File: src/fpPostConsts.svh
// width constants for the fp post-processing path
// single precision format, integer conversion widths, rounding mode

`ifndef FP_POST_CONSTS_SVH
`define FP_POST_CONSTS_SVH

////////////////////////////////////////
// floating-point format
////////////////////////////////////////

`define FP_NE   8   // exponent bits
`define FP_NF   23  // fraction bits, hidden one not counted
`define FP_FLEN 32  // full result width

////////////////////////////////////////
// conversion integer
////////////////////////////////////////

`define INT_XLEN   64  // widest integer result
`define INT_NARROW 32  // 32-bit conversions, sign-extended to XLEN

`define FRM_W 3  // rounding mode field, RISC-V encoding

`endif

File: src/fpPostPkg.sv
// types for the fp post-processing path
// operation and case enums, input bundle, stage payloads

`default_nettype none

`include "fpPostConsts.svh"

package fpPostPkg;

  // one-hot op bits of the rounding stage collapsed into one code
  typedef enum logic [1:0] {opFma, opDiv, opCvt, opOther} opT;

  // fp result cases, listed in priority order
  typedef enum logic [2:0] {
    selXNaN, selYNaN, selZNaN, selInvalid, selOverflow, selUnderflow, selNormal
  } fpSelT;

  // integer result cases
  typedef enum logic [2:0] {intOfNeg, intOfPos, intUfOnes, intUfRound, intNormal} intSelT;

  ////////////////////////////////////////
  // bundle from normalize / round
  ////////////////////////////////////////
  typedef struct packed {
    logic                  xs;                  // x sign
    logic [`FP_NF:0]       xm, ym, zm;          // significands, carry nan payloads
    logic                  xNaN, yNaN, zNaN;
    logic [`FRM_W-1:0]     frm;                 // rounding mode
    logic                  infIn, nanIn;        // any input inf / nan
    logic                  xInf, yInf, xZero;
    logic                  plus1;               // rounding adds one
    logic                  rs;                  // result sign
    logic                  invalid, overflow;
    logic [`FP_NE-1:0]     re;                  // rounded exponent
    logic [`FP_NE+1:0]     fullRe;              // exponent with guard bits, msb = negative
    logic [`FP_NF-1:0]     rf;                  // rounded fraction
    opT                    op;
    logic                  divByZero;
    logic                  intZero;             // integer input is zero
    logic                  intToFp, int64, isSigned;
    logic [`FP_NE:0]       cvtCe;               // cvt exponent, msb = underflow
    logic                  intInvalid, cvtResUf;
    logic [`INT_XLEN+1:0]  cvtNegRes;           // integer result, negated if needed
  } postInT;

  // decisions made in stage one plus only the fields stage two needs
  typedef struct packed {
    fpSelT                 fpSel;
    intSelT                intSel;
    logic                  ofResMax;            // max normal instead of inf
    logic                  ufLsb;               // smallest subnormal instead of zero
    logic                  rs;
    logic [`FP_NE-1:0]     re;
    logic [`FP_NF-1:0]     rf;
    logic [`FP_NF-2:0]     xPay, yPay, zPay;    // nan payloads below the quiet bit
    logic                  int64, isSigned, plus1;
    logic [`INT_XLEN-1:0]  cvtNegRes;
  } classT;

  typedef struct packed {
    logic [`FP_FLEN-1:0]   fpRes;
    logic [`INT_XLEN-1:0]  intRes;
  } resultT;

endpackage

`default_nettype wire

File: src/fpResultBuild.sv
// stage two, fp side
// builds the result pattern for the case picked in stage one

`timescale 1ns/1ps
`default_nettype none

`include "fpPostConsts.svh"

module fpResultBuild (
  input  fpPostPkg::classT     cls,
  output logic [`FP_FLEN-1:0]  fpRes
);

  logic [`FP_FLEN-1:0] xNaNRes;    // quieted x, payload kept
  logic [`FP_FLEN-1:0] yNaNRes;
  logic [`FP_FLEN-1:0] zNaNRes;
  logic [`FP_FLEN-1:0] invalidRes; // canonical nan
  logic [`FP_FLEN-1:0] ofRes;
  logic [`FP_FLEN-1:0] ufRes;
  logic [`FP_FLEN-1:0] normRes;

  ////////////////////////////////////////
  // candidate patterns
  ////////////////////////////////////////

  // positive sign, all-ones exponent, quiet bit set
  assign xNaNRes    = {1'b0, {`FP_NE{1'b1}}, 1'b1, cls.xPay};
  assign yNaNRes    = {1'b0, {`FP_NE{1'b1}}, 1'b1, cls.yPay};
  assign zNaNRes    = {1'b0, {`FP_NE{1'b1}}, 1'b1, cls.zPay};
  assign invalidRes = {1'b0, {`FP_NE{1'b1}}, 1'b1, {`FP_NF-1{1'b0}}};  // 7fc00000

  // largest normal has exponent fe and all-ones fraction
  always_comb begin
    if (cls.ofResMax)
      ofRes = {cls.rs, {`FP_NE-1{1'b1}}, 1'b0, {`FP_NF{1'b1}}};
    else
      ofRes = {cls.rs, {`FP_NE{1'b1}}, {`FP_NF{1'b0}}};  // signed inf
  end

  assign ufRes   = {cls.rs, {`FP_FLEN-2{1'b0}}, cls.ufLsb};  // zero or min subnormal
  assign normRes = {cls.rs, cls.re, cls.rf};                 // pass-through

  ////////////////////////////////////////
  // select
  ////////////////////////////////////////

  always_comb begin
    case (cls.fpSel)
      fpPostPkg::selXNaN:      fpRes = xNaNRes;
      fpPostPkg::selYNaN:      fpRes = yNaNRes;
      fpPostPkg::selZNaN:      fpRes = zNaNRes;
      fpPostPkg::selInvalid:   fpRes = invalidRes;
      fpPostPkg::selOverflow:  fpRes = ofRes;
      fpPostPkg::selUnderflow: fpRes = ufRes;
      default:                 fpRes = normRes;
    endcase
  end

endmodule

`default_nettype wire

File: config.mk
export PLATFORM = sky130hd
export DESIGN_NAME = fpResultBuild
export DESIGN_NICKNAME = d
export VERILOG_FILES = /design/src/fpPostPkg.sv /design/src/fpResultBuild.sv
export VERILOG_INCLUDE_DIRS = /design/src
export SDC_FILE = /design/constraint.sdc
export NUM_CORES = 1
export LEC_CHECK = 0
export BUFFER_PORTS_ARGS = -buffer_cell sky130_fd_sc_hd__clkbuf_2
export CAP_MARGIN = 20
export CORE_AREA = 4 4 77 79
export DETAILED_ROUTE_END_ITERATION = 8
export DIE_AREA = 0 0 81 83
export GPL_TIMING_DRIVEN = 0
export PLACE_DENSITY = 0.65
export SLEW_MARGIN = 5
export SYNTH_ARGS = -nofsm -noshare
export SYNTH_HDL_FRONTEND = slang
export SYNTH_SLANG_ARGS = --single-unit
File: constraint.sdc
create_clock -name vclk -period 1
set_input_delay 0.15 -clock vclk [all_inputs]
set_output_delay 0.15 -clock vclk [all_outputs]
set_load 0.02 [all_outputs]
# Yosys cells after proc, flatten, opt, wreduce, memory -nomap -nowiden
# Cells that the tools add are included.
# op_classes
shift	0
n_addsub	0
n_mux	2
n_reduce_logical	1
order_cmp	0
bitwise_logic	0
multipliers	0
eq_ne	5
div	0
# ops
op	count
one-hot mux 32 bit (6 select lines)	1
two-way mux 24 bit	1
equality test 3 x 2 -> 1 bit (second input constant)	2
equality test 3 bit (second input constant)	2
equality test 3 x 1 -> 1 bit (second input constant)	1
zero test 3 bit	1
# word_totals
elab_cells	8
ff_bits	0
romBits	0
latch_bits	0
ramBits	0
n_memories	0

# Depth between registers and ports, before layout
# depth
depth_word	2
depth_mapped	5
mapped_depth_nobuf	3

# Least setup slack after synthesis
# OpenSTA, ideal clock, no wires.
# synth_path
path_type	input port to output port
startpoint	in cls[170] in the netlist's numbering
endpoint	out fpRes[10]
t_arrival_ns	1.042
cell_stages	5
path_slack_ns	-0.192
cell_sequence	buf_6 nor2b_1 o21ai_2 buf_2 o22ai_1
# synth_via
elab_chain_cells	2
elab_cells_between_ends	7
# synth_rtl
item	line_no	source
start: declaration	fpResultBuild.sv:10	input fpPostPkg::classT cls,
equality test 3 bit (tied with other cells)	fpResultBuild.sv:48	case (cls.fpSel)
one-hot mux 32 bit (6 select lines) *	fpResultBuild.sv:48	
end: declaration	fpResultBuild.sv:11	output logic [`FP_FLEN-1:0] fpRes
# Mark *: on every way between the ends. The rest lies on a longest branch, timed or not.

# Final worst setup path
# layout_path
startpoint	in cls[170] in the netlist's numbering
endpoint	out fpRes[11]
# The elaborated chain is that of the path after synthesis.

==> flow_metrics.py <==
metrics = {
    "status": {
        "status": "finished with violations",
        "failed_checks": "setup timing",
    },
    "die": {
        "floorplan.io_pins": 205,
        "die_y_um": 83,
        "die_width_um": 81,
        "area_enclosed_by_the_die_boundary_um2": 6720,
        "rows": 27,
        "floorplan.initialDensity_pct": 17.6,
        "core-area_um2": 5340,
    },
    "sta": {
        "slew_viol_final": 0,
        "slew_headroom_pct": 82.9,
        "timing.final.ws_setup_ns": -0.257,
        "maxClockFrequency_ghz": 0.796,
        "post-route-min-period_ns": 1.26,
        "finalCritPeriodShare_pct": 126,
        "pin_slew_with_the_least_headroom_to_its_limit_ns": 0.255,
        "finalHoldViolations": 0,
        "unrepaired_setup_endpoints_after_global_routing": "yes",
        "setup_viol": 31,
    },
    "synth": {
        "mappedNetlistArea_um2": 937,
        "postSynthAreaPerCell_um2": 7.56,
        "synth_warnings": 0,
        "largest_family_of_logic_cells_by_synthesized_area": "compound AO/OA/AOI/OAI gates",
        "synth.yosys.seq_area_share_pct": 0,
        "synth-adder-area-share_pct": 0,
        "post_synth_num_cell_types": 19,
        "synth-simple-area-share_pct": 19.2,
        "xor_xnor_fraction_of_synth_area_pct": 0,
        "postSynthCellCount": 124,
        "net_count_after_synthesis": 297,
        "synthMuxAreaShare_pct": 24.6,
        "synth_compound_area_share_pct": 44.6,
    },
    "setup_path": {
        "worst-path-stages": 7,
        "critPathCaptureType": "output pin",
        "critPathCapture": "fpRes[11]",
        "crit_type": "in -> out",
        "cp_slowest_stage_delay_ns": 0.23,
        "worst-endpoint-arrival_ns": 1.11,
        "crit_chain": "buf_12 -> buf_6 -> nor2b_4 -> o21ai_4 -> buf_12 -> o22ai_4 -> clkbuf_2",
        "critical_path.top_delay_family": "buffers and inverters",
        "required_ns": 0.85,
        "launch_point_of_the_critical_path": "cls[170]",
        "critical_path.startpoint_type": "input pin",
        "crit_path_frequent_cell": "buf_12",
        "worstPathMaxFanout": 10,
        "critPathBufInv": 4,
        "highest_delay_cell_along_the_critical_path": "o21ai_4",
    },
    "power_and_ir_drop": {
        "p_leak_nw": 1.27,
        "power.total_w": 0.00155,
        "max-vdd-ir-drop_mv": 0.225,
        "p_per_area_nw_per_um2": 567,
    },
    "finish": {
        "number_of_antenna_repair_diodes": 0,
        "layout.area.seq_um2": 0,
        "nets": 445,
        "final_area_um2": 2730,
        "utilization_pct": 51.1,
        "num-clock-buffers": 0,
        "multiInputGateArea_um2": 1330,
        "layout-drive-gt1-share_pct": 83.0,
        "fill_cells": 513,
        "seq_cells": 0,
        "final_standard_cell_count_with_taps_included_and_fillers_excluded": 342,
        "syn_to_final_growth_pct": 191,
    },
    "global_routing": {
        "grt_remaining_overflow": 0,
        "grt_first_pass_wirelength_um": 8090,
        "number_of_antenna_violations_at_the_first_check_in_global_routing": 0,
        "global_route.usage.total_pct": 14.5,
        "largest_net_degree_at_the_start_of_global_routing": 11,
        "first_global_vias": 1679,
    },
    "detailed_routing": {
        "drt_pre_antenna_iters": 2,
        "drt-total-wl_um": 5120,
        "number_of_design_rule_violations_left_after_detail_routing": 0,
        "detail_route.wl_per_cell_um": 15.0,
        "dr.first_iter.drc_count": 17,
        "final_antenna_net_count": 0,
        "number_of_vias_in_the_routed_layout": 1555,
        "viasPerCell": 4.55,
    },
    "worst_hold_path": {
        "hold_class": "in -> out",
    },
    "place": {
        "detailed_place_hpwl_um": 4020,
        "io_buffer_count": 134,
        "numPlacedInstances": 330,
        "placement.cell_area_um2": 2120,
        "globalplace.congestion": 0.716,
    },
    "run": {
        "max_cap_viol_count": 0,
    },
    "cts": {
        "holdBufCountCts": 0,
    },
}
## synth_stat cells (all sizes together)
cell / n / area (um2)
a21o: 7 / 52.6
a21oi: 1 / 8.76
a2bb2oi: 21 / 184
and2: 1 / 6.26
buf: 14 / 101
clkbuf: 2 / 7.51
mux2i: 23 / 230
nand2: 2 / 7.51
nand2b: 1 / 6.26
nor2: 2 / 7.51
nor2b: 24 / 153
o21ai: 3 / 22.5
o22ai: 21 / 131
o311ai: 1 / 8.76
o32a: 1 / 10.0
## per-layer routing
metal / global-route usage, % / share of wire [%] / vias to the layer above / wire (um)
li1: - / - / 784 / -
met1: 18.5 / 41 / 696 / 2120
met2: 26.3 / 49 / 75 / 2490
met3: 2.49 / 9.9 / 0 / 506
met4: 0.461 / 0 / 0 / 0
met5: 0 / 0 / - / 0
## how the worst min path moves through the flow
stage             start   endpoint  slack, ns  cells after the start
6_report       cls[164]  fpRes[31]       0.62                      3
2_1_floorplan  cls[166]  fpRes[23]       0.43                      1
3_3_place_gp   cls[166]  fpRes[23]       0.62                      3
3_5_place_dp   cls[158]  fpRes[25]       0.63                      3
5_1_grt        cls[159]  fpRes[26]       0.63                      3
4_1_cts        cls[158]  fpRes[25]       0.62                      3
## cells in the final DEF (no fill, tap or decap), drive strengths merged
cell type / instances
o311ai: 1
nor2b: 24
nand2: 2
a21oi: 1
clkbuf: 118
a2bb2oi: 21
o21ai: 3
o32a: 1
nand2b: 1
a21o: 7
mux2i: 23
nor2: 2
buf: 44
and2: 1
o22ai: 21
## cells by family (layout without fill, tap and decap cells)
kind of cell    after synthesis  after routing
compound gates               55             55
simple gates                 30             30
mux                          23             23
buf+inv                      16            162
## stage by stage
stage	hold slack (ns)	setup WS, ns	TNS (ns)
4_1_cts	0.619	-0.263	-6.17
3_5_place_dp	0.628	-0.461	-11.49
6_report	0.623	-0.257	-6.50
2_1_floorplan	0.427	-0.0842	-1.34
3_3_place_gp	0.623	-0.453	-10.85
5_1_grt	0.630	-0.320	-8.02
## power by group
part | switching, W | total, W | internal, W
registers | 0 | 0 | 0
clock network | 0 | 0 | 0
logic | 0.000679 | 0.00155 | 0.000870
total | 0.000679 | 0.00155 | 0.000870
## worst min-delay path, stage by stage
cell	delay, ns
clkbuf_2	0.08
and2_4	0.13
buf_6	0.11
## layout make-up
class	instances	share of cell area, %
Multi-Input combinational cell	108	48.7
Timing Repair Buffer	146	38.9
Buffer	16	9.07
Tap cell	72	3.30
## timing repair
| item | CTS | global route |
|---|---|---|
| gates cloned | 2 | 0 |
| pin swaps | 4 | 4 |
| setup endpoints to repair | 32 | 32 |
| setup buffers | 8 | 2 |
| hold endpoints to repair | 0 | 0 |
| gates resized for setup | 92 | 41 |
(Power assumes the default switching activity.)
